<file path="src/hw/mips_pkg.sv">
`default_nettype none

package mips_pkg;

	// word and register-file geometry
	localparam int XLEN    = 32;
	localparam int REG_AW  = 5;
	localparam int ALU_OPW = 4;

	// first fetch after reset
	localparam logic [XLEN-1:0] RESET_PC = 32'hbfc0_0000;

	// primary opcodes, bits 31:26
	localparam logic [5:0] OP_SPECIAL = 6'h00, OP_J = 6'h02, OP_JAL = 6'h03, OP_BEQ = 6'h04,
		OP_BNE = 6'h05, OP_ADDIU = 6'h09, OP_SLTI = 6'h0a, OP_SLTIU = 6'h0b, OP_ANDI = 6'h0c,
		OP_ORI = 6'h0d, OP_XORI = 6'h0e, OP_LUI = 6'h0f, OP_LB = 6'h20, OP_LW = 6'h23,
		OP_LBU = 6'h24, OP_SB = 6'h28, OP_SW = 6'h2b;

	// function field of SPECIAL
	localparam logic [5:0] FN_SLL = 6'h00, FN_SRL = 6'h02, FN_SRA = 6'h03, FN_JR = 6'h08,
		FN_JALR = 6'h09, FN_ADDU = 6'h21, FN_SUBU = 6'h23, FN_AND = 6'h24, FN_OR = 6'h25,
		FN_XOR = 6'h26, FN_NOR = 6'h27, FN_SLT = 6'h2a, FN_SLTU = 6'h2b;

	// alu operations
	localparam logic [ALU_OPW-1:0] ALU_ADD = 4'd0, ALU_SUB = 4'd1, ALU_AND = 4'd2,
		ALU_OR = 4'd3, ALU_XOR = 4'd4, ALU_NOR = 4'd5, ALU_SLT = 4'd6, ALU_SLTU = 4'd7,
		ALU_SLL = 4'd8, ALU_SRL = 4'd9, ALU_SRA = 4'd10;

	// second alu operand
	localparam logic [1:0] B_RT = 2'd0, B_SIMM = 2'd1, B_ZIMM = 2'd2;
	// write-back source
	localparam logic [1:0] WB_ALU = 2'd0, WB_LOAD = 2'd1, WB_LINK = 2'd2, WB_LUI = 2'd3;
	// destination register field
	localparam logic [1:0] DST_RT = 2'd0, DST_RD = 2'd1, DST_RA = 2'd2;
	// load width and extension
	localparam logic [1:0] LD_WORD = 2'd0, LD_BYTE = 2'd1, LD_UBYTE = 2'd2;

	// one instruction word, three field layouts
	typedef union packed {
		struct packed {
			logic [5:0]        op;
			logic [REG_AW-1:0] rs;
			logic [REG_AW-1:0] rt;
			logic [REG_AW-1:0] rd;
			logic [4:0]        sa;
			logic [5:0]        funct;
		} r;
		struct packed {
			logic [5:0]        op;
			logic [REG_AW-1:0] rs;
			logic [REG_AW-1:0] rt;
			logic [15:0]       imm;
		} i;
		struct packed {
			logic [5:0]  op;
			logic [25:0] target;
		} j;
	} inst_t;

endpackage

`default_nettype wire

</file>
<file path="src/hw/mips_if.sv">
`timescale 1ns/1ps
`default_nettype none

// control fields of the word now in decode
interface dec_if import mips_pkg::*; ();
	logic               reg_write;
	logic [1:0]         reg_dst, wb_sel, b_src, load_kind;
	logic [ALU_OPW-1:0] alu_op;
	logic               shift_sa;
	logic               mem_read, mem_write, store_byte;
	logic               branch_eq, branch_ne;
	logic               jump, jump_link, jump_reg;

	modport dec (output reg_write, reg_dst, wb_sel, alu_op, b_src, shift_sa, mem_read,
		mem_write, store_byte, load_kind, branch_eq, branch_ne, jump, jump_link, jump_reg);
	modport ex (input reg_write, reg_dst, wb_sel, alu_op, b_src, shift_sa, mem_read,
		mem_write, store_byte, load_kind, branch_eq, branch_ne, jump, jump_link, jump_reg);
endinterface

// instruction in execute, sampled by memory/write-back
interface exm_if import mips_pkg::*; ();
	logic            valid;
	logic [XLEN-1:0] pc, result, rt_value, link_pc;
	inst_t           inst;
	logic            reg_write;
	logic [1:0]      reg_dst, wb_sel, load_kind;

	// rt_value only feeds the store lanes on the execute side
	modport ex (output valid, pc, inst, result, rt_value, reg_write, reg_dst, wb_sel,
		load_kind, link_pc);
	modport mem (input valid, pc, inst, result, reg_write, reg_dst, wb_sel, load_kind, link_pc);
endinterface

// register-file write, also the forwarding source
interface wb_if import mips_pkg::*; ();
	logic              wen;
	logic [REG_AW-1:0] waddr;
	logic [XLEN-1:0]   wdata;

	modport mem (output wen, waddr, wdata);
	modport rf (input wen, waddr, wdata);
	modport fwd (input wen, waddr, wdata);
endinterface

`default_nettype wire

</file>
<file path="src/hw/alu.sv">
`timescale 1ns/1ps
`default_nettype none

module alu import mips_pkg::*; (
	input  logic [XLEN-1:0]    a,
	input  logic [XLEN-1:0]    b,
	input  logic [ALU_OPW-1:0] op,
	output logic [XLEN-1:0]    result,
	output logic               zero
);

	// shift amount from the low bits of a
	logic [$clog2(XLEN)-1:0] shamt;

	assign shamt = a[$clog2(XLEN)-1:0];

	always_comb
	begin
		case (op)
			ALU_ADD:  result = a + b;
			ALU_SUB:  result = a - b;
			ALU_AND:  result = a & b;
			ALU_OR:   result = a | b;
			ALU_XOR:  result = a ^ b;
			ALU_NOR:  result = ~(a | b);
			ALU_SLT:  result = {{(XLEN-1){1'b0}}, $signed(a) < $signed(b)};
			ALU_SLTU: result = {{(XLEN-1){1'b0}}, a < b};
			ALU_SLL:  result = b << shamt;
			ALU_SRL:  result = b >> shamt;
			// arithmetic shift keeps the sign of rt
			ALU_SRA:  result = $unsigned($signed(b) >>> shamt);
			default:  result = '0;
		endcase
	end

	// beq/bne look at this after a subtract
	assign zero = (result == '0);

endmodule

`default_nettype wire

</file>
<file path="src/hw/decode_unit.sv">
`timescale 1ns/1ps
`default_nettype none

module decode_unit import mips_pkg::*; (
	input  inst_t inst,
	dec_if.dec    ctrl
);

	always_comb
	begin
		// defaults form a bubble, so unknown encodings fall through here
		ctrl.reg_write  = 1'b0;
		ctrl.reg_dst    = DST_RT;
		ctrl.wb_sel     = WB_ALU;
		ctrl.alu_op     = ALU_ADD;
		ctrl.b_src      = B_SIMM;
		ctrl.shift_sa   = 1'b0;
		ctrl.mem_read   = 1'b0;
		ctrl.mem_write  = 1'b0;
		ctrl.store_byte = 1'b0;
		ctrl.load_kind  = LD_WORD;
		ctrl.branch_eq  = 1'b0;
		ctrl.branch_ne  = 1'b0;
		ctrl.jump       = 1'b0;
		ctrl.jump_link  = 1'b0;
		ctrl.jump_reg   = 1'b0;
		case (inst.i.op)
			OP_SPECIAL:
			begin
				ctrl.reg_dst   = DST_RD;
				ctrl.b_src     = B_RT;
				// constant shifts take sa in place of rs
				ctrl.shift_sa  = inst.r.funct inside {FN_SLL, FN_SRL, FN_SRA};
				ctrl.jump_reg  = inst.r.funct inside {FN_JR, FN_JALR};
				ctrl.jump_link = inst.r.funct == FN_JALR;
				ctrl.wb_sel    = (inst.r.funct == FN_JALR) ? WB_LINK : WB_ALU;
				ctrl.reg_write = inst.r.funct != FN_JR;
				case (inst.r.funct)
					FN_ADDU: ctrl.alu_op = ALU_ADD;
					FN_SUBU: ctrl.alu_op = ALU_SUB;
					FN_AND:  ctrl.alu_op = ALU_AND;
					FN_OR:   ctrl.alu_op = ALU_OR;
					FN_XOR:  ctrl.alu_op = ALU_XOR;
					FN_NOR:  ctrl.alu_op = ALU_NOR;
					FN_SLT:  ctrl.alu_op = ALU_SLT;
					FN_SLTU: ctrl.alu_op = ALU_SLTU;
					FN_SLL:  ctrl.alu_op = ALU_SLL;
					FN_SRL:  ctrl.alu_op = ALU_SRL;
					FN_SRA:  ctrl.alu_op = ALU_SRA;
					FN_JR, FN_JALR: ctrl.alu_op = ALU_ADD;
					default: ctrl.reg_write = 1'b0;
				endcase
			end
			OP_ADDIU, OP_SLTI, OP_SLTIU, OP_ANDI, OP_ORI, OP_XORI:
			begin
				ctrl.reg_write = 1'b1;
				// logic immediates are zero extended
				ctrl.b_src = (inst.i.op inside {OP_ANDI, OP_ORI, OP_XORI}) ? B_ZIMM : B_SIMM;
				case (inst.i.op)
					OP_SLTI:  ctrl.alu_op = ALU_SLT;
					OP_SLTIU: ctrl.alu_op = ALU_SLTU;
					OP_ANDI:  ctrl.alu_op = ALU_AND;
					OP_ORI:   ctrl.alu_op = ALU_OR;
					OP_XORI:  ctrl.alu_op = ALU_XOR;
					default:  ctrl.alu_op = ALU_ADD;
				endcase
			end
			OP_LUI:
			begin
				ctrl.reg_write = 1'b1;
				ctrl.wb_sel    = WB_LUI;
			end
			OP_LW, OP_LB, OP_LBU:
			begin
				ctrl.reg_write = 1'b1;
				ctrl.mem_read  = 1'b1;
				ctrl.wb_sel    = WB_LOAD;
				ctrl.load_kind = (inst.i.op == OP_LW) ? LD_WORD :
					(inst.i.op == OP_LB) ? LD_BYTE : LD_UBYTE;
			end
			OP_SW, OP_SB:
			begin
				ctrl.mem_write  = 1'b1;
				ctrl.store_byte = inst.i.op == OP_SB;
			end
			OP_BEQ, OP_BNE:
			begin
				// compare through the alu zero flag
				ctrl.alu_op    = ALU_SUB;
				ctrl.b_src     = B_RT;
				ctrl.branch_eq = inst.i.op == OP_BEQ;
				ctrl.branch_ne = inst.i.op == OP_BNE;
			end
			OP_J, OP_JAL:
			begin
				ctrl.jump      = 1'b1;
				ctrl.jump_link = inst.j.op == OP_JAL;
				ctrl.reg_write = inst.j.op == OP_JAL;
				ctrl.reg_dst   = DST_RA;
				ctrl.wb_sel    = WB_LINK;
			end
			default: ;
		endcase
	end

endmodule

`default_nettype wire

</file>
<file path="src/hw/execute_stage.sv">
`timescale 1ns/1ps
`default_nettype none

module execute_stage import mips_pkg::*; (
	input  logic              clk,
	input  logic              resetn,
	input  inst_t             inst_word,
	dec_if.ex                 ctrl,
	input  logic [XLEN-1:0]   rdata1,
	input  logic [XLEN-1:0]   rdata2,
	output logic [REG_AW-1:0] raddr1,
	output logic [REG_AW-1:0] raddr2,
	wb_if.fwd                 fwd,
	exm_if.ex                 exm,
	output logic [XLEN-1:0]   next_pc,
	output logic              data_sram_en,
	output logic [3:0]        data_sram_wen,
	output logic [XLEN-1:0]   data_sram_addr,
	output logic [XLEN-1:0]   data_sram_wdata
);

	// pc is the address of the word in decode, ex_pc the one in execute
	logic [XLEN-1:0]    pc, ex_pc;
	inst_t              ex_inst;
	logic               ex_valid;
	logic               ex_reg_write, ex_mem_read, ex_mem_write, ex_store_byte, ex_shift_sa;
	logic               ex_branch_eq, ex_branch_ne, ex_jump, ex_jump_link, ex_jump_reg;
	logic [1:0]         ex_reg_dst, ex_wb_sel, ex_b_src, ex_load_kind;
	logic [ALU_OPW-1:0] ex_alu_op;
	logic [XLEN-1:0]    rs_val, rt_val, simm, zimm, alu_a, alu_b, alu_result;
	logic               alu_zero, taken;

	always_ff @(posedge clk)
	begin
		if (!resetn)
		begin
			pc       <= RESET_PC;
			ex_valid <= 1'b0;
		end
		else
		begin
			pc       <= next_pc;
			// decode holds a real word every cycle after reset
			ex_valid <= 1'b1;
		end
	end

	// decode to execute, no stalls so loaded every cycle
	always_ff @(posedge clk)
	begin
		ex_pc         <= pc;
		ex_inst       <= inst_word;
		ex_reg_write  <= ctrl.reg_write;
		ex_reg_dst    <= ctrl.reg_dst;
		ex_wb_sel     <= ctrl.wb_sel;
		ex_alu_op     <= ctrl.alu_op;
		ex_b_src      <= ctrl.b_src;
		ex_shift_sa   <= ctrl.shift_sa;
		ex_mem_read   <= ctrl.mem_read;
		ex_mem_write  <= ctrl.mem_write;
		ex_store_byte <= ctrl.store_byte;
		ex_load_kind  <= ctrl.load_kind;
		ex_branch_eq  <= ctrl.branch_eq;
		ex_branch_ne  <= ctrl.branch_ne;
		ex_jump       <= ctrl.jump;
		ex_jump_link  <= ctrl.jump_link;
		ex_jump_reg   <= ctrl.jump_reg;
	end

	// operands read here, write-back value bypassed in
	assign raddr1 = ex_inst.r.rs;
	assign raddr2 = ex_inst.r.rt;
	assign rs_val = (fwd.wen && fwd.waddr == raddr1) ? fwd.wdata : rdata1;
	assign rt_val = (fwd.wen && fwd.waddr == raddr2) ? fwd.wdata : rdata2;

	assign simm  = {{(XLEN-16){ex_inst.i.imm[15]}}, ex_inst.i.imm};
	assign zimm  = {{(XLEN-16){1'b0}}, ex_inst.i.imm};
	assign alu_a = ex_shift_sa ? {{(XLEN-5){1'b0}}, ex_inst.r.sa} : rs_val;
	assign alu_b = (ex_b_src == B_RT) ? rt_val : (ex_b_src == B_SIMM) ? simm : zimm;

	alu i_alu (
		.a      (alu_a),
		.b      (alu_b),
		.op     (ex_alu_op),
		.result (alu_result),
		.zero   (alu_zero)
	);

	assign taken = ex_valid && ((ex_branch_eq && alu_zero) || (ex_branch_ne && !alu_zero));

	// redirect lands after the delay slot, which sits in decode at pc
	always_comb
	begin
		if (!resetn)
			next_pc = RESET_PC;
		else if (ex_valid && ex_jump_reg)
			next_pc = rs_val;
		else if (ex_valid && ex_jump)
			next_pc = {pc[XLEN-1:XLEN-4], ex_inst.j.target, 2'b00};
		else if (taken)
			next_pc = pc + {simm[XLEN-3:0], 2'b00};
		else
			next_pc = pc + XLEN'(4);
	end

	// data SRAM request goes out from execute
	assign data_sram_en    = ex_valid && (ex_mem_read || ex_mem_write);
	assign data_sram_addr  = alu_result;
	assign data_sram_wen   = !(ex_valid && ex_mem_write) ? 4'b0000 :
		ex_store_byte ? (4'b0001 << alu_result[1:0]) : 4'b1111;
	// sb copies the byte to every lane, the strobe picks one
	assign data_sram_wdata = ex_store_byte ? {4{exm.rt_value[7:0]}} : exm.rt_value;

	assign exm.valid     = ex_valid;
	assign exm.pc        = ex_pc;
	assign exm.inst      = ex_inst;
	assign exm.result    = alu_result;
	assign exm.rt_value  = rt_val;
	assign exm.reg_write = ex_reg_write;
	assign exm.reg_dst   = ex_reg_dst;
	assign exm.wb_sel    = ex_wb_sel;
	assign exm.load_kind = ex_load_kind;
	// return address skips the delay slot
	assign exm.link_pc   = ex_jump_link ? ex_pc + XLEN'(8) : '0;

endmodule

`default_nettype wire

</file>
<file path="src/hw/mem_stage.sv">
`timescale 1ns/1ps
`default_nettype none

module mem_stage import mips_pkg::*; (
	input  logic              clk,
	input  logic              resetn,
	exm_if.mem                exm,
	input  logic [XLEN-1:0]   data_sram_rdata,
	wb_if.mem                 wb,
	output logic [XLEN-1:0]   debug_wb_pc,
	output logic [3:0]        debug_wb_rf_wen,
	output logic [REG_AW-1:0] debug_wb_rf_wnum,
	output logic [XLEN-1:0]   debug_wb_rf_wdata
);

	logic              mem_valid, mem_reg_write;
	logic [XLEN-1:0]   mem_pc, mem_result, mem_link_pc;
	inst_t             mem_inst;
	logic [1:0]        mem_reg_dst, mem_wb_sel, mem_load_kind;
	logic [7:0]        load_byte;
	logic [XLEN-1:0]   load_value, wdata;
	logic [REG_AW-1:0] waddr;

	always_ff @(posedge clk)
	begin
		if (!resetn)
			mem_valid <= 1'b0;
		else
			mem_valid <= exm.valid;
	end

	always_ff @(posedge clk)
	begin
		mem_pc        <= exm.pc;
		mem_inst      <= exm.inst;
		mem_result    <= exm.result;
		mem_reg_write <= exm.reg_write;
		mem_reg_dst   <= exm.reg_dst;
		mem_wb_sel    <= exm.wb_sel;
		mem_load_kind <= exm.load_kind;
		mem_link_pc   <= exm.link_pc;
	end

	// byte lane from address bits 1:0, read data arrives this cycle
	assign load_byte = data_sram_rdata[{mem_result[1:0], 3'b000} +: 8];

	always_comb
	begin
		case (mem_load_kind)
			LD_BYTE:  load_value = {{(XLEN-8){load_byte[7]}}, load_byte};
			LD_UBYTE: load_value = {{(XLEN-8){1'b0}}, load_byte};
			default:  load_value = data_sram_rdata;
		endcase
		case (mem_reg_dst)
			DST_RT:  waddr = mem_inst.r.rt;
			DST_RD:  waddr = mem_inst.r.rd;
			default: waddr = REG_AW'(31);
		endcase
		case (mem_wb_sel)
			WB_LOAD: wdata = load_value;
			WB_LINK: wdata = mem_link_pc;
			WB_LUI:  wdata = {mem_inst.i.imm, {(XLEN-16){1'b0}}};
			default: wdata = mem_result;
		endcase
	end

	// r0 writes dropped here so forwarding never sees them
	assign wb.wen   = mem_valid && mem_reg_write && (waddr != '0);
	assign wb.waddr = waddr;
	assign wb.wdata = wdata;

	// trace one cycle after the register write
	always_ff @(posedge clk)
	begin
		if (!resetn)
			debug_wb_rf_wen <= 4'b0000;
		else
			debug_wb_rf_wen <= {4{wb.wen}};
	end

	always_ff @(posedge clk)
	begin
		if (wb.wen)
		begin
			debug_wb_pc       <= mem_pc;
			debug_wb_rf_wnum  <= waddr;
			debug_wb_rf_wdata <= wdata;
		end
	end

endmodule

`default_nettype wire

</file>
<file path="src/hw/mips_core.sv">
`timescale 1ns/1ps
`default_nettype none

module mips_core import mips_pkg::*; (
	input  logic              clk,
	input  logic              resetn,
	output logic              inst_sram_en,
	output logic [3:0]        inst_sram_wen,
	output logic [XLEN-1:0]   inst_sram_addr,
	output logic [XLEN-1:0]   inst_sram_wdata,
	input  logic [XLEN-1:0]   inst_sram_rdata,
	output logic              data_sram_en,
	output logic [3:0]        data_sram_wen,
	output logic [XLEN-1:0]   data_sram_addr,
	output logic [XLEN-1:0]   data_sram_wdata,
	input  logic [XLEN-1:0]   data_sram_rdata,
	output logic [XLEN-1:0]   debug_wb_pc,
	output logic [3:0]        debug_wb_rf_wen,
	output logic [REG_AW-1:0] debug_wb_rf_wnum,
	output logic [XLEN-1:0]   debug_wb_rf_wdata
);

	dec_if dec_bus ();
	exm_if exm_bus ();
	wb_if  wb_bus ();

	logic [REG_AW-1:0] raddr1, raddr2;
	logic [XLEN-1:0]   rdata1, rdata2;

	// fetch port is read-only and always enabled
	assign inst_sram_en    = 1'b1;
	assign inst_sram_wen   = 4'b0000;
	assign inst_sram_wdata = '0;

	// fetched word is decoded straight off the SRAM
	decode_unit i_decode_unit (
		.inst (inst_sram_rdata),
		.ctrl (dec_bus.dec)
	);

	reg_file i_reg_file (
		.clk    (clk),
		.resetn (resetn),
		.raddr1 (raddr1),
		.raddr2 (raddr2),
		.rdata1 (rdata1),
		.rdata2 (rdata2),
		.wb     (wb_bus.rf)
	);

	// next_pc doubles as the fetch address
	execute_stage i_execute_stage (
		.clk             (clk),
		.resetn          (resetn),
		.inst_word       (inst_sram_rdata),
		.ctrl            (dec_bus.ex),
		.rdata1          (rdata1),
		.rdata2          (rdata2),
		.raddr1          (raddr1),
		.raddr2          (raddr2),
		.fwd             (wb_bus.fwd),
		.exm             (exm_bus.ex),
		.next_pc         (inst_sram_addr),
		.data_sram_en    (data_sram_en),
		.data_sram_wen   (data_sram_wen),
		.data_sram_addr  (data_sram_addr),
		.data_sram_wdata (data_sram_wdata)
	);

	mem_stage i_mem_stage (
		.clk               (clk),
		.resetn            (resetn),
		.exm               (exm_bus.mem),
		.data_sram_rdata   (data_sram_rdata),
		.wb                (wb_bus.mem),
		.debug_wb_pc       (debug_wb_pc),
		.debug_wb_rf_wen   (debug_wb_rf_wen),
		.debug_wb_rf_wnum  (debug_wb_rf_wnum),
		.debug_wb_rf_wdata (debug_wb_rf_wdata)
	);

endmodule

`default_nettype wire

</file>
<file path="src/hw/reg_file.sv">
`timescale 1ns/1ps
`default_nettype none

module reg_file import mips_pkg::*; (
	input  logic              clk,
	input  logic              resetn,
	input  logic [REG_AW-1:0] raddr1,
	input  logic [REG_AW-1:0] raddr2,
	output logic [XLEN-1:0]   rdata1,
	output logic [XLEN-1:0]   rdata2,
	wb_if.rf                  wb
);

	// no storage behind r0
	logic [XLEN-1:0] regs [1:2**REG_AW-1];

	always_ff @(posedge clk)
	begin
		if (!resetn)
		begin
			for (int k = 1; k < 2**REG_AW; k++)
				regs[k] <= '0;
		end
		// wen never comes with address zero
		else if (wb.wen)
		begin
			regs[wb.waddr] <= wb.wdata;
		end
	end

	// async read, r0 hardwired
	assign rdata1 = (raddr1 == '0) ? '0 : regs[raddr1];
	assign rdata2 = (raddr2 == '0) ? '0 : regs[raddr2];

endmodule

`default_nettype wire

</file>
<file path="config.mk">
export PLATFORM = sky130hd
export DESIGN_NAME = mips_core
export DESIGN_NICKNAME = d
export VERILOG_FILES = /design/src/hw/mips_pkg.sv /design/src/hw/mips_if.sv /design/src/hw/alu.sv /design/src/hw/decode_unit.sv /design/src/hw/execute_stage.sv /design/src/hw/mem_stage.sv /design/src/hw/mips_core.sv /design/src/hw/reg_file.sv
export SDC_FILE = /design/constraint.sdc
export NUM_CORES = 2
export LEC_CHECK = 0
export BUFFER_PORTS_ARGS = -buffer_cell sky130_fd_sc_hd__buf_4
export CAP_MARGIN = 40
export CORE_ASPECT_RATIO = 1.2
export CORE_MARGIN = 4
export CORE_UTILIZATION = 55
export CTS_CLUSTER_SIZE = 10
export DETAILED_ROUTE_END_ITERATION = 12
export PLACE_DENSITY = 0.84
export SYNTH_ARGS = -nofsm -noshare
export SYNTH_HDL_FRONTEND = slang
export SYNTH_HIERARCHICAL = 1
export SYNTH_SLANG_ARGS = --single-unit
export TNS_END_PERCENT = 30
</file>
<file path="constraint.sdc">
create_clock -name clk -period 18.2 [get_ports clk]
set_input_delay 3.64 -clock clk [delete_from_list [all_inputs] [get_ports clk]]
set_output_delay 3.64 -clock clk [all_outputs]
set_load 0.05 [all_outputs]
</file>
## Yosys cells after proc, flatten, opt, wreduce, memory -nomap -nowiden

Memory sizes are Yosys's and may differ from the RTL's. A register that Yosys moved wholly into a read port is not among the register bits.
Index checks and enable logic that the tools add are counted.
Widths: inputs -> output; s select.

- Bits in registers: 308
- Memory bits (writable): 992
- Input bits: 66
- Output and inout bits: 211
- Word-level logic and storage cells: 175
- Memories: 1

Memory list:

| memory | words | bits a word | read ports | clocked after Yosys merged registers in | write ports | line | RTL |
|---|---|---|---|---|---|---|---|
| i_reg_file.regs | 31 | 32 | 2 | 2 | 31 | reg_file.sv:15 | `logic [XLEN-1:0] regs [1:2**REG_AW-1];` |

- $add $sub $neg: 5
- $lt $le $gt $ge: 2
- Equal/unequal tests: 48
- Shifts and indexed selects: 5
- Mux-type cells: 41
- Bitwise logic cells: 5
- Reductions and logical operators: 36

Operators by type and width:

| cell | count |
|---|---|
| $mux 32 | 13 |
| $pmux 32 s11 | 1 |
| $pmux 32 s3 | 1 |
| $eq 6x6->1 const B | 13 |
| $add 32x32->32 | 2 |
| $lt 32x32->1 | 2 |
| $pmux 32 s2 | 1 |
| $eq 6x4->1 const B | 9 |
| $pmux 4 s10 | 1 |
| $add 32x3->32 const B | 1 |
| $add 32x4->32 const B | 1 |
| $and 32x32->32 | 1 |
| $logic_not 32->1 | 1 |
| $not 32->32 | 1 |
| $or 32x32->32 | 1 |
| $reduce_or 32->1 | 1 |
| $shiftx 32x6->8 | 1 |
| $shl 32x5->32 | 1 |
| $shr 32x5->32 | 1 |
| $sshr 32x5->32 | 1 |
| $sub 32x32->32 | 1 |
| $xor 32x32->32 | 1 |
| $eq 6x2->1 const B | 4 |
| $eq 4x3->1 const B | 4 |
| 36 further kinds | 78 |

## Longest topological paths before layout

- Depth in word-level cells: 19
- Gate-level depth with buffers: 44
- Gate-level depth less buffers: 35

## By module

Netlist, hierarchy kept.

By module, submodules not included:

| module | times used | cells each | area each (µm²) | seq. area each (µm²) |
|---|---|---|---|---|
| reg_file | 1 | 3501 | 54143.2 | 30749.5 |
| alu | 1 | 1533 | 10627.7 | 0.0 |
| execute_stage | 1 | 965 | 7998.9 | 2382.3 |
| mem_stage | 1 | 389 | 6055.8 | 4594.4 |
| decode_unit | 1 | 87 | 530.5 | 0.0 |
| mips_core | 1 | 39 | 285.3 | 0.0 |

## Worst setup path before layout

Ideal clock, no wire load.

- Path kind: flip-flop to output port
- Start point: register i_mem_stage.mem_reg_dst[0]
- End point: output inst_sram_addr[30]
- Data arrival time: 14.746 ns
- Required time: 14.560 ns
- Slack: -0.186 ns
- Stages on the path, launching flop included: 43
- Path buffers: 9
- Path through: dfxtp_1 -> clkbuf_1 -> and2_1 -> a2111oi_0 -> a21oi_1 -> and3_1 -> clkbuf_1 -> buf_2 -> mux2i_1 -> mux2i_1 -> buf_4 -> buf_2 -> inv_2 -> clkbuf_1 -> clkbuf_1 -> buf_1 -> ha_1 -> clkbuf_1 -> [... 7 more ...] -> o211ai_1 -> or4_1 -> or4_1 -> nor4_2 -> mux2_4 -> and2_2 -> nand2b_1 -> ha_1 -> inv_1 -> fa_1 -> and2b_1 -> o2111ai_1 -> a211oi_2 -> o21a_1 -> o21ai_2 -> or4_1 -> a21o_1 -> a211oi_1

- Elaborated cells on any way between the ends: 35
- Those cells by class: 2 x add/sub; 2 x order compare; 3 x eq/ne; 3 x shift; 10 x mux; 4 x bitwise; 11 x reduce/logical

RTL lines:

| what | line | RTL |
|---|---|---|
| start, declared | mem_stage.sv:19 | `logic [1:0] mem_reg_dst, mem_wb_sel, mem_load_kind;` |
| start signal, assigned | mem_stage.sv:38 | `mem_reg_dst <= exm.reg_dst;` |
| $eq 2x1->1 / $logic_not 2->1 (equally long branches) | mem_stage.sv:54 | `case (mem_reg_dst)` |
| $pmux 5 s2 (*) | mem_stage.sv:54 |  |
| $reduce_bool 5->1 (*) | mem_stage.sv:68 | `assign wb.wen = mem_valid && mem_reg_write && (waddr != '0);` |
| $logic_and 1x1->1 (*) | mem_stage.sv:68 |  |
| named net wb_bus.wen | mips_if.sv:36 | `logic wen;` |
| $logic_and 1x1->1 (*) | execute_stage.sv:73 | `assign rs_val = (fwd.wen && fwd.waddr == raddr1) ? fwd.wdata : rdata1;` |
| $mux 32 (*) | execute_stage.sv:73 |  |
| $mux 32 (*) | execute_stage.sv:78 | `assign alu_a = ex_shift_sa ? {{(XLEN-5){1'b0}}, ex_inst.r.sa} : rs_val;` |
| named net i_execute_stage.alu_a[2] | execute_stage.sv:30 | `logic [XLEN-1:0] rs_val, rt_val, simm, zimm, alu_a, alu_b, alu_result;` |
| [... 2 more ...] | n/a |  |
| named net data_sram_addr[0] | mips_core.sv:14 | `output logic [XLEN-1:0] data_sram_addr,` |
| [... 1 more ...] | n/a |  |
| named net i_execute_stage.alu_zero | execute_stage.sv:31 | `logic alu_zero, taken;` |
| $logic_not 1->1 | execute_stage.sv:89 | `assign taken = ex_valid && ((ex_branch_eq && alu_zero) \|\| (ex_branch_ne && !alu_zero));` |
| $logic_and 1x1->1 | execute_stage.sv:89 |  |
| $logic_or 1x1->1 (*) | execute_stage.sv:89 |  |
| $logic_and 1x1->1 (*) | execute_stage.sv:89 |  |
| $mux 32 (*) | execute_stage.sv:100 | `else if (taken)` |
| $mux 32 (*) | execute_stage.sv:98 | `else if (ex_valid && ex_jump)` |
| $mux 32 (*) | execute_stage.sv:96 | `else if (ex_valid && ex_jump_reg)` |
| $mux 32 (*) | execute_stage.sv:94 | `if (!resetn)` |
| end, declared | mips_core.sv:9 | `output logic [XLEN-1:0] inst_sram_addr,` |

The timed path passes the listed nets; every way through them passes the cells marked *.

## Final worst setup path

- Start point: input data_sram_rdata[15]
- End point: output inst_sram_addr[30]

- Word-level cells in the longest chain between the ends: 17
- Elaborated cells on any way between the ends: 29
- Those cells by class: 2 x add/sub; 2 x order compare; 4 x shift; 11 x mux; 4 x bitwise; 6 x reduce/logical

RTL lines:

| what | line | RTL |
|---|---|---|
| start, declared | mips_core.sv:16 | `input logic [XLEN-1:0] data_sram_rdata,` |
| $shiftx 32x6->8 (*) | mem_stage.sv:45 | `assign load_byte = data_sram_rdata[{mem_result[1:0], 3'b000} +: 8];` |
| $pmux 32 s2 (*) | mem_stage.sv:49 | `case (mem_load_kind)` |
| $pmux 32 s3 (*) | mem_stage.sv:59 | `case (mem_wb_sel)` |
| named net wb_bus.wdata[9] | mips_if.sv:38 | `logic [XLEN-1:0] wdata;` |
| $mux 32 (*) | execute_stage.sv:74 | `assign rt_val = (fwd.wen && fwd.waddr == raddr2) ? fwd.wdata : rdata2;` |
| named net exm_bus.rt_value[9] | mips_if.sv:23 | `logic [XLEN-1:0] pc, result, rt_value, link_pc;` |
| $mux 32 (*) | execute_stage.sv:79 | `assign alu_b = (ex_b_src == B_RT) ? rt_val : (ex_b_src == B_SIMM) ? simm : zimm;` |
| named net i_execute_stage.alu_b[9] | execute_stage.sv:30 |  |
| [... 4 more ...] | n/a |  |
| named net i_execute_stage.alu_zero | execute_stage.sv:31 |  |
| $logic_not 1->1 | execute_stage.sv:89 |  |
| $logic_and 1x1->1 | execute_stage.sv:89 |  |
| $logic_or 1x1->1 (*) | execute_stage.sv:89 |  |
| $logic_and 1x1->1 (*) | execute_stage.sv:89 |  |
| $mux 32 (*) | execute_stage.sv:100 |  |
| $mux 32 (*) | execute_stage.sv:98 |  |
| $mux 32 (*) | execute_stage.sv:96 |  |
| $mux 32 (*) | execute_stage.sv:94 |  |

Mark *: on every way through the listed nets, which the timed path passes.

==> results.toml <==
[grt]
grt_pass1_wl_um = 453000
global_route.usage.total = 0.419
antenna_found_initial = 28
grt-ovfl-total = 0
grt_start_max_net_pins = 97
vias_in_the_first_global_route = 62022

[clock_network]
clock_tree.htree_level_count = 4
worstSkewPairLatency_ns = 0.83
numClockSinks = 1332
cts_tree = "built"
numCtsBuffers = 155
cts_buffer_depth = 3
holdBufCountCts = 0
cts_post_setup_buffers_inserted = 0
clockRootBuffer = "sky130_fd_sc_hd__clkbuf_16"
cts.reportedPaths.clkPinSlew_ns = 0.05
post_cts.resized_instances = 0

[sta]
timing_worst_slew_pin_value_ns = 1.08
finalSetupViolations = 0
fin_clk_skew_ns = 0.0466
relSlewSlack = 0.283
final_max_slew_viol_count = 0
setup-tns-final_ns = 0
finalCritPeriodShare = 0.975
final_hold_viol_count = 0
final.hold.worst_slack_ns = 0.325
max_clock_freq_mhz = 56.3
grt_setup_unrepaired = "no"
min_period_ns = 17.75

[layout]
largest-register = "i_reg_file/regs"
post-route-cell-area_sq_um = 88700
largest_register_ff_count = 1024
final_net_count = 6808
drive_above_1_share = 0.245
post_layout_nonfiller_instances = 8624
syn_to_final_growth_pct = 11.6

[critical_path]
worst-endpoint-required_ns = 14.56
timing_worst_setup_path_type = "in2out"
timing.critical_path.slowest_cell_delay_ns = 0.69
cpMaxStageDelayCell = "sky130_fd_sc_hd__nor4_2"
critical_path.top_delay_family = "compound AO/OA/AOI/OAI gates"
crit_end_element = "output port"
worst_path_most_repeated_cell = "sky130_fd_sc_hd__buf_4"
timing.critical_path.from_type = "primary input"
critPathMaxFanout = 35
crit_arrival_ns = 14.11
total_buffers_and_inverters_traversed_by_the_critical_path = 8

[synthesis]
ys_warn_count = 6
synthesis.area_sq_um = 79500
netlist_instances = 6500
avgSynthCellArea_sq_um = 12.2

[floorplan]
die_y_um = 424
fp.dieW_um = 355
core_region_area_sq_um = 143000
pin_count = 277
floorplan.die_area_sq_um = 151000
floorplan.initialDensity = 0.554
core.rowCount = 152

[placed_design]
gpl.final_weighted_congestion = 1.06
dp_hpwl_um = 218000
dpl_cell_area_sq_um = 84200
post-place-cells = 8387
port_buffers = 239

[power]
worst_ir_drop_vdd_mv = 0.0766
cellLeakagePower_nw = 33.1
power_mw = 8.73
power_density_nw_per_um2 = 98.4

[route]
drt.antenna.violating_nets = 0
route.detailed.vias_per_inst = 7.31
first_iter_violations = 10613
drc = 0
drt_pre_antenna_iters = 6
detail_route.wirelength_um = 321000
routedWlPerCell_um = 37.3
detailroute.via_count = 63076

[status]
status = "completed"

[hold_path]
min-delay-path-class = "reg2reg"

[job]
max_cap_violations = 0
==> final cells by class <==
cell class	instances	area (sq um)
Timing Repair Buffer	633	4970
Tap cell	1925	2410
Antenna cell	21	52.6
Inverter	147	552
Clock inverter	24	400
Multi-Input combinational cell	4354	38600
Clock buffer	188	4050
Sequential cell	1332	37600
Fill cell	10618	54700
==> worst reg2reg max path: cells and delay by family, from the launching register on <==
family          cells  cell delay (ns)
compound gates     14             4.88
flops               1             0.61
fa+ha+maj           2             0.75
simple gates       11             3.59
mux                 2             0.85
buf+inv             6             1.87
==> report_power, final <==
| group | switching (mW) | internal [mW] | leakage, nW |
|---|---|---|---|
| Sequential | 0.109 | 3.43 | 13.1 |
| Combinational | 1.60 | 0.718 | 17.9 |
| Clock | 1.26 | 1.61 | 2.16 |
| Total | 2.97 | 5.76 | 33.1 |
==> final timing paths <==
kind | to | cells past startpoint | slack [ns] | start
worst max-delay path | inst_sram_addr[30] | 39 | 0.45 | data_sram_rdata[15]
worst min-delay path | i_mem_stage/mem_load_kind[0] | 0 | 0.33 | i_execute_stage/exm.load_kind[0]
worst max register to register | i_execute_stage/pc[21] | 35 | 5.53 | i_execute_stage/exm.inst[19]
worst min register to register | i_mem_stage/mem_load_kind[0] | 0 | 0.33 | i_execute_stage/exm.load_kind[0]
==> metal layers <==
metal	up-vias	track usage	wire (um)
li1	24732	-	-
met2	6084	0.646	144000
met1	30621	0.500	102000
met3	1621	0.122	44800
met5	-	0	116
met4	18	0.315	31100
==> through the flow <==
step | setup slack [ns] | utilization
floorplan | 0.996 | -
global placement | 0.501 | 0.585
detailed placement | 0.788 | 0.587
CTS | 0.728 | 0.618
global route | 0.262 | 0.618
finish | 0.452 | 0.619
==> layout by cell type, fill, tap and decap left out, drive strengths merged, types with 44 or more instances in the layout <==
master / count
nor2: 273
mux2: 104
a22o: 62
and2: 1048
o21ai: 174
edfxtp: 1093
a211oi: 71
dfxtp: 239
a22oi: 47
nand3: 61
nor2b: 44
o211ai: 45
ha: 116
nor3: 121
mux2i: 300
inv: 154
a21oi: 200
mux4: 537
buf: 632
and3: 63
nand2: 260
o22ai: 124
clkbuf: 189
No activity file was read; power rests on OpenSTA's default activity.
